File: config.mk
export PLATFORM = sky130hd
export DESIGN_NAME = prbsLinkTop
export DESIGN_NICKNAME = d
export VERILOG_FILES = /design/src/logic/prbsPkg.sv /design/src/logic/prbsGen.sv /design/src/logic/alignDetect.sv /design/src/logic/prbsChecker.sv /design/src/logic/errReadout.sv /design/src/logic/prbsLinkTop.sv
export SDC_FILE = /design/constraint.sdc
export NUM_CORES = 1
export LEC_CHECK = 0
export BUFFER_PORTS_ARGS = -buffer_cell sky130_fd_sc_hd__buf_2
export CAP_MARGIN = 20
export CORE_UTILIZATION = 35
export CTS_CLUSTER_SIZE = 30
export DETAILED_ROUTE_END_ITERATION = 12
export PLACE_DENSITY = 0.62
export SLEW_MARGIN = 20
export SYNTH_ARGS = -nofsm -noshare
export SYNTH_HDL_FRONTEND = slang
export SYNTH_HIERARCHICAL = 1
export SYNTH_SLANG_ARGS = --single-unit
File: constraint.sdc
create_clock -name TX_CLK -period 7.5 [get_ports TX_CLK]
set_input_delay 0.375 -clock TX_CLK [delete_from_list [all_inputs] [get_ports TX_CLK]]
set_output_delay 0.375 -clock TX_CLK [all_outputs]
set_load 0.01 [all_outputs]
File: src/logic/prbsPkg.sv
//------------------------------------------------
// Shared types and constants for the PRBS link
// test subsystem. Imported by every lane module.
//------------------------------------------------

package prbsPkg;

  //------------------------------------------------
  // Word and count widths
  //------------------------------------------------
  localparam int dataWidth = 64;
  // Enough bits to count 0 to dataWidth differing bits
  localparam int bitErrsWidth = $clog2(dataWidth + 1);
  localparam int errCountWidth = 32;

  typedef logic [dataWidth-1:0] word_t;
  typedef logic [bitErrsWidth-1:0] bitErrs_t;
  typedef logic [errCountWidth-1:0] errCount_t;

  //------------------------------------------------
  // Link constants
  //------------------------------------------------
  // Lower 64 bits of the 80-bit lane alignment pattern
  localparam word_t alignWord = 64'h92B4_AE2E_4AD2_B87C;
  // Idle value, nonzero so the PRBS never locks up
  localparam word_t prbsInitVal = word_t'(97);
  // Alignment words in a row before rxAlign
  localparam int alignCount = 4;
  localparam int alignCntWidth = $clog2(alignCount + 1);

  // Feedback taps, 1-based as in x^7 + x^6 + 1
  localparam int prbs7TapA = 7;
  localparam int prbs7TapB = 6;
  localparam int prbs9TapA = 9;
  localparam int prbs9TapB = 5;
  localparam int prbs23TapA = 23;
  localparam int prbs23TapB = 18;
  localparam int prbs31TapA = 31;
  localparam int prbs31TapB = 28;

  //------------------------------------------------
  // Control, status and FSM types
  //------------------------------------------------
  typedef enum logic [1:0] {selPrbs7, selPrbs9, selPrbs23, selPrbs31} prbsSel_t;

  typedef struct packed {
    logic     enable;
    prbsSel_t sel;
    logic     errInject;
  } txCtrl_t;

  typedef struct packed {
    logic     locked;
    logic     errValid;
    bitErrs_t bitErrs;
  } chkStatus_t;

  typedef enum logic [1:0] {chkIdle, chkSeed, chkRun} chkState_t;
  typedef enum logic {rdIdle, rdHold} rdState_t;

endpackage

File: src/logic/prbsGen.sv
//------------------------------------------------
// Transmit side of the lane test. Sends the
// alignment word until rxAlign, then the selected
// PRBS at 64 bits per TX_CLK, with bit 0 error
// injection on request.
//------------------------------------------------
`timescale 1ns/1ps

module prbsGen (
  input  logic             TX_CLK,
  input  logic             SYS_RESET_N,
  input  logic             txClkStable,
  input  prbsPkg::txCtrl_t txCtrl,
  input  logic             rxAlign,
  output prbsPkg::word_t   txData
);
  import prbsPkg::*;

  //------------------------------------------------
  // PRBS advance
  //------------------------------------------------
  // One full word of LFSR shifts, feedback enters at bit 0
  function automatic word_t prbsStep(word_t cur, int tapA, int tapB);
    word_t s;
    logic  fb;
    s = cur;
    for (int i = 0; i < dataWidth; i++) begin
      fb = s[tapA-1] ^ s[tapB-1];
      s = {s[dataWidth-2:0], fb};
    end
    return s;
  endfunction

  // Bit 0 of the last word was flipped
  logic  injFlag;
  // Last word without the injected error
  word_t prevClean;
  word_t next7;
  word_t next9;
  word_t next23;
  word_t next31;
  word_t nextPrbs;

  // Undo the injected flip so errors do not spread into the sequence
  assign prevClean = txData ^ word_t'(injFlag);

  // All four patterns built, sel picks one
  assign next7 = prbsStep(prevClean, prbs7TapA, prbs7TapB);
  assign next9 = prbsStep(prevClean, prbs9TapA, prbs9TapB);
  assign next23 = prbsStep(prevClean, prbs23TapA, prbs23TapB);
  assign next31 = prbsStep(prevClean, prbs31TapA, prbs31TapB);

  always_comb begin
    case (txCtrl.sel)
      selPrbs7:  nextPrbs = next7;
      selPrbs9:  nextPrbs = next9;
      selPrbs23: nextPrbs = next23;
      default:   nextPrbs = next31;
    endcase
  end

  //------------------------------------------------
  // Transmit word register
  //------------------------------------------------
  always_ff @(posedge TX_CLK or negedge SYS_RESET_N) begin
    if (!SYS_RESET_N) begin
      txData <= prbsInitVal;
      injFlag <= 1'b0;
    end else if (!txClkStable || !txCtrl.enable) begin
      // Link down, park on the idle value
      txData <= prbsInitVal;
      injFlag <= 1'b0;
    end else if (!rxAlign) begin
      // Not aligned yet
      txData <= alignWord;
      injFlag <= 1'b0;
    end else begin
      txData <= {nextPrbs[dataWidth-1:1], nextPrbs[0] ^ txCtrl.errInject};
      injFlag <= txCtrl.errInject;
    end
  end

endmodule

File: src/logic/alignDetect.sv
//------------------------------------------------
// Receive alignment detector. Latches rxAlign
// after alignCount alignment words in a row and
// drops it when the idle value shows up.
//------------------------------------------------
`timescale 1ns/1ps

module alignDetect (
  input  logic           TX_CLK,
  input  logic           SYS_RESET_N,
  input  prbsPkg::word_t rxData,
  output logic           rxAlign
);
  import prbsPkg::*;

  // Consecutive alignment words seen so far
  logic [alignCntWidth-1:0] matchCnt;
  logic                     isAlign;
  logic                     isIdle;
  logic                     lastMatch;

  assign isAlign = (rxData == alignWord);
  // Idle value on the lane means transmit is disabled
  assign isIdle = (rxData == prbsInitVal);
  assign lastMatch = (matchCnt == alignCntWidth'(alignCount - 1));

  //------------------------------------------------
  // Match counter and latch
  //------------------------------------------------
  always_ff @(posedge TX_CLK or negedge SYS_RESET_N) begin
    if (!SYS_RESET_N) begin
      matchCnt <= '0;
      rxAlign <= 1'b0;
    end else if (rxAlign) begin
      // Locked, only the idle value releases it
      if (isIdle) begin
        rxAlign <= 1'b0;
        matchCnt <= '0;
      end
    end else if (isAlign) begin
      if (lastMatch) begin
        rxAlign <= 1'b1;
        matchCnt <= '0;
      end else begin
        matchCnt <= matchCnt + 1'b1;
      end
    end else begin
      // Any other word restarts the search
      matchCnt <= '0;
    end
  end

endmodule

File: src/logic/prbsChecker.sv
//------------------------------------------------
// Receive PRBS checker. Seeds from the first word
// after the alignment run, then free-runs and
// reports differing bits per word, two cycles
// behind the received word.
//------------------------------------------------
`timescale 1ns/1ps

module prbsChecker (
  input  logic               TX_CLK,
  input  logic               SYS_RESET_N,
  input  prbsPkg::word_t     rxData,
  input  logic               rxAlign,
  input  prbsPkg::prbsSel_t  sel,
  output prbsPkg::chkStatus_t status
);
  import prbsPkg::*;

  //------------------------------------------------
  // Helpers
  //------------------------------------------------
  function automatic word_t prbsStep(word_t cur, int tapA, int tapB);
    word_t s;
    logic  fb;
    s = cur;
    for (int i = 0; i < dataWidth; i++) begin
      fb = s[tapA-1] ^ s[tapB-1];
      s = {s[dataWidth-2:0], fb};
    end
    return s;
  endfunction

  // Same pattern choice as the generator
  function automatic word_t prbsAdvance(word_t cur, prbsSel_t patSel);
    case (patSel)
      selPrbs7:  return prbsStep(cur, prbs7TapA, prbs7TapB);
      selPrbs9:  return prbsStep(cur, prbs9TapA, prbs9TapB);
      selPrbs23: return prbsStep(cur, prbs23TapA, prbs23TapB);
      default:   return prbsStep(cur, prbs31TapA, prbs31TapB);
    endcase
  endfunction

  function automatic bitErrs_t popCount(word_t w);
    bitErrs_t n;
    n = '0;
    for (int i = 0; i < dataWidth; i++) begin
      n = n + bitErrs_t'(w[i]);
    end
    return n;
  endfunction

  chkState_t state;
  // Expected value of the word arriving next
  word_t     predict;
  word_t     predictNext;
  word_t     advanceSrc;
  word_t     diff;
  logic      diffValid;
  logic      errValid;
  bitErrs_t  bitErrs;
  logic      linkDown;
  logic      seedNow;

  // Idle value on the lane means the link has gone away
  assign linkDown = !rxAlign || (rxData == prbsInitVal);
  assign seedNow = (state == chkSeed) && !linkDown && (rxData != alignWord);

  // Seed from the stream once, free-run after that
  assign advanceSrc = (state == chkSeed) ? rxData : predict;
  assign predictNext = prbsAdvance(advanceSrc, sel);

  //------------------------------------------------
  // Lock FSM
  //------------------------------------------------
  always_ff @(posedge TX_CLK or negedge SYS_RESET_N) begin
    if (!SYS_RESET_N) begin
      state <= chkIdle;
      diffValid <= 1'b0;
      errValid <= 1'b0;
    end else begin
      case (state)
        chkIdle: if (rxAlign) state <= chkSeed;
        chkSeed: begin
          if (linkDown) state <= chkIdle;
          else if (seedNow) state <= chkRun;
        end
        default: if (linkDown) state <= chkIdle;
      endcase
      // Compare stage valid only for live words in run
      diffValid <= (state == chkRun) && !linkDown;
      errValid <= diffValid;
    end
  end

  //------------------------------------------------
  // Prediction and compare pipeline
  //------------------------------------------------
  always_ff @(posedge TX_CLK) begin
    if (seedNow || (state == chkRun)) predict <= predictNext;
    diff <= predict ^ rxData;
    bitErrs <= popCount(diff);
  end

  assign status = '{locked: (state == chkRun), errValid: errValid, bitErrs: bitErrs};

endmodule

File: src/logic/errReadout.sv
//------------------------------------------------
// Error count readout. Accumulates bitErrs with
// saturation; a four-phase cntReq/cntAck read
// snapshots the count into errCount and clears it.
//------------------------------------------------
`timescale 1ns/1ps

module errReadout (
  input  logic                TX_CLK,
  input  logic                SYS_RESET_N,
  input  prbsPkg::chkStatus_t status,
  input  logic                cntReq,
  output logic                cntAck,
  output prbsPkg::errCount_t  errCount
);
  import prbsPkg::*;

  rdState_t                rdState;
  errCount_t               accum;
  errCount_t               errExt;
  logic [errCountWidth:0]  sum;
  errCount_t               accumAdd;
  logic                    snapshot;

  //------------------------------------------------
  // Saturating add
  //------------------------------------------------
  assign errExt = errCount_t'(status.bitErrs);
  assign sum = {1'b0, accum} + {1'b0, errExt};
  // Carry out means overflow, pin at all ones
  assign accumAdd = sum[errCountWidth] ? '1 : sum[errCountWidth-1:0];

  // First cycle of a new request
  assign snapshot = (rdState == rdIdle) && cntReq;
  assign cntAck = (rdState == rdHold);

  //------------------------------------------------
  // Handshake FSM and accumulator
  //------------------------------------------------
  always_ff @(posedge TX_CLK or negedge SYS_RESET_N) begin
    if (!SYS_RESET_N) begin
      rdState <= rdIdle;
      accum <= '0;
      errCount <= '0;
    end else begin
      case (rdState)
        rdIdle: if (cntReq) rdState <= rdHold;
        default: if (!cntReq) rdState <= rdIdle;
      endcase
      if (snapshot) begin
        errCount <= accum;
        // Same-cycle error opens the new accumulation
        accum <= status.errValid ? errExt : '0;
      end else if (status.errValid) begin
        accum <= accumAdd;
      end
    end
  end

endmodule

File: src/logic/prbsLinkTop.sv
//------------------------------------------------
// Lane test top level. Generator output loops
// straight back into the alignment detector and
// checker; the host reads errors over cntReq/Ack.
//------------------------------------------------
`timescale 1ns/1ps

module prbsLinkTop (
  input  logic               TX_CLK,
  input  logic               SYS_RESET_N,
  input  logic               txClkStable,
  input  prbsPkg::txCtrl_t   txCtrl,
  input  logic               cntReq,
  output prbsPkg::word_t     txData,
  output logic               locked,
  output logic               cntAck,
  output prbsPkg::errCount_t errCount
);
  import prbsPkg::*;

  // Alignment feedback to generator and checker
  logic       rxAlign;
  chkStatus_t status;

  //------------------------------------------------
  // Transmit
  //------------------------------------------------
  prbsGen gen0 (
    .TX_CLK      (TX_CLK),
    .SYS_RESET_N (SYS_RESET_N),
    .txClkStable (txClkStable),
    .txCtrl      (txCtrl),
    .rxAlign     (rxAlign),
    .txData      (txData)
  );

  //------------------------------------------------
  // Receive, fed by the internal loopback
  //------------------------------------------------
  alignDetect align0 (
    .TX_CLK      (TX_CLK),
    .SYS_RESET_N (SYS_RESET_N),
    .rxData      (txData),
    .rxAlign     (rxAlign)
  );

  prbsChecker chk0 (
    .TX_CLK      (TX_CLK),
    .SYS_RESET_N (SYS_RESET_N),
    .rxData      (txData),
    .rxAlign     (rxAlign),
    .sel         (txCtrl.sel),
    .status      (status)
  );

  // Host side error readout
  errReadout rd0 (
    .TX_CLK      (TX_CLK),
    .SYS_RESET_N (SYS_RESET_N),
    .status      (status),
    .cntReq      (cntReq),
    .cntAck      (cntAck),
    .errCount    (errCount)
  );

  assign locked = status.locked;

endmodule

Word-level counts from Yosys, hierarchy flattened:

Index checks and enable logic that the tools add are counted.

* register bits: 273
* output and inout bits: 98
* bits of input ports: 8
* logic and storage cells: 646

* $add $sub $neg: 65
* bitwise logic cells: 516
* reduce and logical (&&, ||, !) cells: 16
* multiplexer cells: 25
* equal/unequal tests: 11

Operator list (number)
* bitwise XOR 1 bit: 513
* adder 7 x 1 -> 7 bit: 62
* one-hot mux 64 bit (3 select lines): 2
* 2-to-1 mux 64 bit: 2
* 2-to-1 mux 32 bit: 3
* equality test 64 bit (second input constant): 1
* equality test 64 x 7 -> 1 bit (second input constant): 1
* != test 64 bit (second input constant): 1
* bitwise XOR 64 bit: 1
* adder 32 x 7 -> 33 bit: 1
* 2-to-1 mux 31 bit: 1
* bitwise XOR 31 x 1 -> 31 bit: 1
* 2-to-1 mux 3 bit: 4
* 2-to-1 mux 2 bit: 4
* 2-to-1 mux 1 bit: 7
* 2-to-1 mux 7 bit: 1
* equality test 2 x 1 -> 1 bit (second input constant): 2
* equality test 2 bit (second input constant): 2
* logical AND 1 bit: 4
* logical NOT 1 bit: 4
* logical NOT 2 bit: 2
* != test 2 bit (second input constant): 2
* one-hot mux 2 bit (2 select lines): 1
* adder 3 x 1 -> 3 bit (second input constant): 1
* other kinds (8): 10

Logic depth before layout (Yosys ltp):

Gate-level depths: netlist of the first run.

* word-level depth: 63
* depth in mapped cells: 21
* depth with buffers taken out: 21

Hierarchy:

Netlist of the first run, hierarchy kept.

Modules (own cells, without submodules)
* prbsChecker: area each 11354.6 µm², seq. area each 3443.3 µm², cells each 1050, times used 1
* prbsGen: area each 6757.7 µm², seq. area each 1630.3 µm², cells each 729, times used 1
* errReadout: area each 3271.9 µm², seq. area each 1626.6 µm², cells each 360, times used 1
* alignDetect: area each 426.7 µm², seq. area each 100.1 µm², cells each 49, times used 1

Worst setup path before layout of the first run:

No wires, ideal clock.

* kind: register -> register
* start point: register gen0.txData[27]
* end point: register chk0.predict[0] (enable)
* library setup time: 581 ps
* arrival time: 5903 ps
* buffers on the path: 1
* slack: 1016 ps
* stages on the path, launching flop included: 8
* data required time: 6919 ps
* period minus slack after synthesis: 6484 ps
* cells stage by stage: dfrtp_1 clkbuf_1 nor4_1 nand4_1 nor2_1 nand2_1 nand3_1 o31ai_1

* longest elaborated chain between the ends: 6
* elaborated cells on any way between the ends: 7
* classes of those cells: 2 x eq/ne; 5 x reduce/logical

Ends and longest elaborated chain
* start: declaration: line prbsGen.sv:15 `output prbsPkg::word_t txData`
* start signal: assignment: line prbsGen.sv:67 `txData <= prbsInitVal;`
* start signal: assignment: line prbsGen.sv:71 `txData <= prbsInitVal;`
* start signal: assignment: line prbsGen.sv:75 `txData <= alignWord;`
* equality test 64 x 7 -> 1 bit: line prbsChecker.sv:65 `assign linkDown = !rxAlign || (rxData == prbsInitVal);`
* logical OR 1 bit: line prbsChecker.sv:65
* logical NOT 1 bit: line prbsChecker.sv:66 `assign seedNow = (state == chkSeed) && !linkDown && (rxData != alignWord);`
* logical AND 1 bit: line prbsChecker.sv:66
* logical AND 1 bit (*): line prbsChecker.sv:66
* logical OR 1 bit (*): line prbsChecker.sv:99 `if (seedNow || (state == chkRun)) predict <= predictNext;`
* end signal: assignment: line prbsChecker.sv:99
* end: declaration: line prbsChecker.sv:54 `word_t predict;`

Every way passes the cells marked *; elsewhere a longest branch is shown, timed or not.
A chain may end at the register's enable or synchronous reset.

Final worst setup path of the first run:

* start point: register chk0.diff[47]
* end point: register chk0.bitErrs[6]

* longest elaborated chain between the ends: 17

Ends and longest elaborated chain
* start: declaration: line prbsChecker.sv:57 `word_t diff;`
* start signal: assignment: line prbsChecker.sv:100 `diff <= predict ^ rxData;`
* adder 7 x 1 -> 7 bit (17 in a row): line prbsChecker.sv:47 `n = n + bitErrs_t'(w[i]);`
* end signal: assignment: line prbsChecker.sv:101 `bitErrs <= popCount(diff);`
* end: declaration: line prbsChecker.sv:60 `bitErrs_t bitErrs;`

No other way between the ends.

==> reports/metrics.cfg, run 1 <==
[critical_path]
critical_path.max_fanout=2
worst_ep_arrival_time_ps=6320
critical_path_class=flop to flop
worst_setup_path_startpoint=chk0/diff[47]
top_family_by_delay_on_critical_path=adder cells
slowest_delay_ps=530
critical-path-slowest-cell=fa_1
timing.critical_path.from_type=flop
critical-path-top-cell-by-count=fa_1
endpoint_kind_of_the_worst_setup_timing_path=flop
critPathBufInv=7
crit_chain=inv_1, fa_1, inv_1, fa_1, inv_1, fa_1, inv_1, fa_1, fa_1, fa_1, inv_1, fa_1, fa_1, inv_1, ha_1, fa_1, a21o_1, a21oi_1, inv_1, a21oi_1, o21bai_1
critical_path.reg2reg.startpoint=chk0/diff[47]
critical_path_required_ps=7940

[pwr]
seqPwrFrac_pct=31.1
pwr-share-clk_pct=31.5
power.switching_fraction_pct=35.1
powerDensity_nw_per_um2=216
power.share.combinational_pct=37.4
power.net_switching_mw=1.84
fin_total_pwr_mw=5.25
p_int_mw=3.41
power.ir.vdd_worst_mv=0.372
p_leak_nw=10.3

[cells_and_area]
utilization_pct=39.4
drive_above_1_share_pct=15.2
layoutNonFillerInstCount=3083
multi_input_comb_area_sq_um=13900
fill_cells=6038
n_antenna_cell=0
final_area_sq_um=24300
regArea_sq_um=6810
nNetsFinal=2309
layout-area-overhead-vs-synth_pct=11.3

[cts]
clk_pin_slew_ps=70
cts_tree=done
clk_latency_ps=570
htreeDepth=2
cts.repair_timing.setup_buffer_count=0
cts-resized-gates=0
largest_buffer_count_on_any_clock_path=3
number_of_buffers_inserted_during_clock_tree_synthesis=34
clock_sink_count=273
cts.root.buffer_cell=clkbuf_16
cts_hold_buffers=2

[logic_synthesis]
synthesis.yosys.warnings=6
synth_area_leaders=dfrtp_1 15%, xnor2_1 12%, xor2_1 11%, edfxtp_1 8.8%, dfxtp_1 6.5%
synth_top_area_share_pct=15.5
synth.lib_cells_used.distinct=90
synthesized_nets=2274
async_reset_ff_share_pct=50.5
synth_enable_flop_cells=64
synth_seq_cells=273
synth_ff_type=dfrtp_1
synth_seq_area_share_pct=31.2
post_synth.cell_area_avg_sq_um=9.97
synth_area_leader_cell=dfrtp_1
synth.cell_area_sq_um=21800
postSynthCellCount=2188

[die]
core.rowCount=91
pin_count=106
initial_utilization_pct=35.4
dieArea_sq_um=63300
die_x_microns=252
floorplan.die.height_microns=252
placeableCoreArea_sq_um=61600

[drt]
drc_errors=0
dr.pass1.iters=5
detail-route-antenna-nets=0
average_via_count_per_standard_cell=5.64
detail_route.iter0.violations=2214
drt-wirelength-per-cell_microns=25.0
vias=17400
total_wire_length_microns=77000

[place]
finalWeightedCongestion=0.963
placed_cell_area_sq_um=23100
place_ws_ps=1590
dp_hpwl_microns=53800
port_buffers=105
numPlacedInstances=3019

[min_path]
hold_path.startpoint=txCtrl[0]
hold_path_class=primary input to flop

[sta]
fmax_mhz=170
number_of_failing_hold_endpoints_at_the_final_stage=0
setup_viol_count_final=0
worst_slew_margin_rel_pct=15.4
setup_repair_after_global_routing_missed_its_margin=false
final_max_slew_viol_count=0
post_route_setup_tns_ps=0
timing.final.ws_setup_ps=1620
finalCriticalPeriod_ps=5880
clock-skew-final_ps=25.8
worst-slew-pin-transition_ps=1240
finalCritPeriodShare_pct=78.4
whs_ps=151

[global_route]
grt_antenna_before_repair=3
track_usage_pct=24.1
vias_in_the_first_global_route=16800
grt_start_max_net_pins=173
first_pass_grt_wire_length_microns=113000
gr-total-overflow=0

[status]
status=finished, final reports clean

[run]
drv_cap=0

flip-flops by register name (all words and copies together), names as in the netlist:
name,flops
rd0/errCount,32
align0/matchCnt,3
rd0/accum,32
align0/rxAlign,1
chk0/state,2
rd0/cntAck,1
gen0/injFlag,1
chk0/bitErrs,7
gen0/txData,64
chk0/errValid,1
chk0/predict,64
chk0/diff,64
chk0/diffValid,1
path summary, 6_finish.rpt:
kind                                    to  cells past startpoint  slack (ps)
max                        chk0/bitErrs[6]                     21        1620
min                           gen0/injFlag                      2         150
max reg2reg                chk0/bitErrs[6]                     21        1620
min reg2reg                  chk0/errValid                      0         350
max in group asynchronous   gen0/txData[4]                      3        5610
min in group asynchronous  rd0/errCount[1]                      2         390
cell usage in the layout (no fill, tap or decap), types with 11 or more instances in the layout:
cell type	synthesis	routed
a211oi_1	25	25
a21oi_1	103	103
a31oi_1	22	22
buf_2	36	102
buf_4	7	56
clkbuf_16	0	35
dfrtp_1	135	131
dfxtp_1	71	71
edfxtp_1	64	64
fa_1	55	55
ha_1	23	23
inv_1	95	95
mux2i_1	53	51
mux2i_2	14	16
mux4_2	39	39
nand2_1	204	204
nand4_1	24	24
nor2_1	100	100
nor3_1	27	27
nor4_1	36	36
o211ai_1	32	32
o21ai_0	117	117
o22ai_1	11	11
xnor2_1	288	288
xnor2_2	12	12
xnor3_1	26	26
xor2_1	267	267
cells in the mapped netlist, drive strengths merged, types with 4 or more instances:
cell / instances
xnor2: 306
xor2: 274
nand2: 204
dfrtp: 135
o21ai: 121
a21oi: 104
nor2: 100
clkbuf: 98
inv: 97
mux2i: 72
dfxtp: 71
buf: 69
edfxtp: 64
fa: 55
nor4: 41
mux4: 39
o211ai: 33
a211oi: 28
nor3: 28
xnor3: 28
nand4: 25
ha: 23
a31oi: 22
o22ai: 11
and2: 9
and3: 9
nand3: 9
xor3: 9
a21o: 7
nor2b: 7
o221ai: 6
nor4b: 5
a221oi: 4
a22o: 4
and4: 4
nand2b: 4
o2111ai: 4
o211a: 4
o21a: 4
cells by family (layout without fill, tap and decap cells):
kind of cell / Yosys count / in the layout / share of synthesized area, %
AO/OA/AOI/OAI: 377 / 377 / 10.6
XOR/XNOR: 617 / 617 / 28.5
adder cells (fa/ha/maj): 78 / 78 / 6.37
buffers and inverters: 267 / 325 / 5.30
flip-flops: 273 / 273 / 31.2
multiplexers: 114 / 114 / 8.01
AND/OR/NAND/NOR: 462 / 462 / 10.1
power by group through the flow:
stage / Clock, mW / Combinational (mW) / Sequential, mW
detailed placement: 0 / 1.96 / 1.66
global route: 1.72 / 2.20 / 1.64
global placement: 0 / 1.84 / 1.66
floorplan: 0 / 1.52 / 1.65
finish: 1.65 / 1.97 / 1.63
CTS: 1.67 / 1.97 / 1.63
worst register-to-register path, delay by kind of cell, from the launching register on:
family | cells | cell delay [ps]
DFF | 1 | 310
adders and majority gates | 10 | 4490
AOI/OAI and AO/OA | 4 | 620
buffers and inverters | 7 | 350
metal layers:
| layer | global-route usage, % | vias up | routed length [microns] |
|---|---|---|---|
| met2 | 36.5 | 1008 | 33900 |
| li1 | - | 7534 | - |
| met4 | 11.0 | 2 | 3460 |
| met1 | 32.8 | 8633 | 32000 |
| met3 | 5.04 | 196 | 7660 |
| met5 | 0 | - | 12 |
cell type report:
| type | count | area share, % |
|---|---|---|
| Timing Repair Buffer | 166 | 4.43 |
| Sequential cell | 273 | 28.0 |
| Tap cell | 837 | 4.31 |
| Clock buffer | 47 | 4.04 |
| Multi-Input combinational cell | 1648 | 57.2 |
| Clock inverter | 12 | 0.387 |
| Inverter | 100 | 1.55 |
(Power assumes the default switching activity.)
==> run 2, diff against run 1 <==
--- a/config.mk
+++ b/config.mk
@@ -10,7 +10,7 @@
 export CORE_UTILIZATION = 35
 export CTS_CLUSTER_SIZE = 30
 export DETAILED_ROUTE_END_ITERATION = 12
-export PLACE_DENSITY = 0.62
+export PLACE_DENSITY = 0.64
 export SLEW_MARGIN = 20
 export SYNTH_ARGS = -nofsm -noshare
 export SYNTH_HDL_FRONTEND = slang
==> constraint.sdc (replaced) <==
create_clock -name TX_CLK -period 5.3 [get_ports TX_CLK]
set_input_delay 0.265 -clock TX_CLK [delete_from_list [all_inputs] [get_ports TX_CLK]]
set_output_delay 0.265 -clock TX_CLK [all_outputs]
set_load 0.01 [all_outputs]
==> reports/metrics.cfg, run 2 (synthesized netlist as in run 1, its figures left out) <==
[cells_and_area]
final_area_sq_um=24500
drive_above_1_share_pct=17.0
mostFrequentLayoutCells=287 x xnor2_1, 266 x xor2_1, 204 x nand2_1
layoutNonFillerInstCount=3109
n_antenna_cell=0
nNetsFinal=2333
layout-area-overhead-vs-synth_pct=12.5
largestRegisters=chk0/diff x64, chk0/predict x64, gen0/txData x64
mostFrequentLayoutCell=xnor2_1
fill_cells=5932

[drt]
average_via_count_per_standard_cell=5.66
dr.pass1.iters=6
detail-route-antenna-nets=0
drt-wirelength-per-cell_microns=25.4
detail_route.iter0.violations=2210
drc_errors=0
vias=17600
total_wire_length_microns=79100

[global_route]
global_route.usage.met3_pct=5.41
vias_in_the_first_global_route=17000
gr-usage-met2_pct=38.1
grt_util_met1_pct=32.5
grt_start_max_net_pins=158
first_pass_grt_wire_length_microns=115000
grt_busiest_layer=met2
track_usage_pct=24.5
grt_antenna_before_repair=1
gr-total-overflow=0

[cts]
clk_latency_ps=570
cts_tree=done
cts.root.buffer_cell=clkbuf_16
clock_sink_count=273
clk_pin_slew_ps=60
htreeDepth=2
largest_buffer_count_on_any_clock_path=3
number_of_buffers_inserted_during_clock_tree_synthesis=35

[status]
violations=setup timing
status=complete, but fails checks

[pwr]
power.ir.vdd_worst_mv=0.691
powerDensity_nw_per_um2=335
p_leak_nw=10.4

[run]
drv_cap=0

[critical_path]
ff2ff_setup_slack_ps=-420
endpoint_kind_of_the_worst_setup_timing_path=flop
worst_ep_arrival_time_ps=6160
critical_path.reg2reg.startpoint=chk0/diff[47]
critical_path_class=flop to flop
critical_path_required_ps=5740
timing.critical_path.from_type=flop
crit-reg2reg-capture=chk0/bitErrs[6]
critical_path.max_fanout=2
r2r.worst_path.cells=21

[sta]
fmax_mhz=175
whs_ps=46.8
timing.final.ws_setup_ps=-421
clock-skew-final_ps=43.2
worst_slew_margin_rel_pct=17.3
setup_viol_count_final=6
worst-slew-pin-transition_ps=1230
final_max_slew_viol_count=0
finalCritPeriodShare_pct=108
number_of_failing_hold_endpoints_at_the_final_stage=0
setup_repair_after_global_routing_missed_its_margin=true
finalCriticalPeriod_ps=5720

[place]
numPlacedInstances=3040
dp_hpwl_microns=56300
placed_cell_area_sq_um=23300
finalWeightedCongestion=0.966
place_ws_ps=-457
port_buffers=105

[die]
placeableCoreArea_sq_um=61600
pin_count=106
die_x_microns=252
initial_utilization_pct=35.4
core.rowCount=91
floorplan.die.height_microns=252
dieArea_sq_um=63300

[min_path]
hold_path_class=primary input to flop
hold_path.startpoint=txCtrl[0]
worstHoldPathCells=2
min_to=gen0/injFlag

## run 2: cell count changes in the layout (fill, tap and decap cells not counted), moves of 3 or more
| cell | before | now |
|---|---|---|
| clkbuf_8 | 6 | 1 |
| inv_2 | 3 | 10 |
| buf_16 | 3 | 0 |
| fa_1 | 55 | 49 |
| buf_4 | 56 | 80 |
| clkbuf_16 | 35 | 38 |
| clkinv_4 | 0 | 3 |
| inv_1 | 95 | 88 |
| fa_2 | 0 | 6 |
## run 2: area by class of cell
class | instances | area [sq um] | share of cell area, %
Clock buffer | 43 | 980 | 3.99
Clock inverter | 19 | 181 | 0.740
Inverter | 100 | 375 | 1.53
Multi-Input combinational cell | 1648 | 13900 | 56.8
Sequential cell | 273 | 6810 | 27.8
Tap cell | 837 | 1050 | 4.27
Timing Repair Buffer | 189 | 1200 | 4.91
## run 2: per-stage QoR
stage / setup TNS [ps] / total power [mW] / utilization, %
floorplan: -486 / 4.58 / -
global placement: -1150 / 5.37 / 37.8
global route: -2670 / 8.69 / 39.8
CTS: -1810 / 8.22 / 39.8
detailed placement: -1630 / 5.53 / 37.8
finish: -1810 / 8.21 / 39.8
## run 2: repair_timing
action	4_1_cts	5_1_grt
setup endpoints to repair	6	6
gates cloned	0	0
buffers inserted	2	2
resized for setup	15	0
endpoints found under the hold margin	63	0
pin swaps	8	2
hold buffers	2	0
## run 2: worst max path at each step
stage,start,to,slack [ps],cells after the start
after floorplan,chk0/diff[53],chk0/bitErrs[6],-240,21
after global placement,chk0/diff[53],chk0/bitErrs[6],-360,21
after detailed placement,chk0/diff[0],chk0/bitErrs[6],-460,19
after CTS,chk0/diff[47],chk0/bitErrs[6],-440,21
after global routing,chk0/diff[47],chk0/bitErrs[6],-560,21
final,chk0/diff[47],chk0/bitErrs[6],-420,21
## run 2: worst max-delay path, cell delays in order, from the launching register on
cell and delay [ps]:
dfxtp_2 320, inv_2 40, fa_1 540, inv_2 50, fa_2 530, inv_2 40
fa_2 520, inv_2 40, fa_2 530, fa_1 420, fa_1 490, inv_1 50
fa_2 420, fa_1 500, inv_1 50, ha_2 180, fa_2 340, a21o_1 170
a21oi_2 140, inv_1 60, a21oi_1 130, o21bai_1 70
## run 2: layer usage
metal	part of all wire, %	vias up	wire (microns)
li1	-	7582	-
met2	45	1103	35800
met1	40	8724	32000
met3	10	183	7880
met5	0.020	-	16
met4	4.3	2	3420
## run 2: power breakdown
group / internal, mW / leakage (nW) / switching (mW)
Combinational: 1.74 / 6.77 / 1.70
Sequential: 2.25 / 3.05 / 0.0776
Clock: 1.42 / 0.563 / 1.02
Total: 5.41 / 10.4 / 2.80
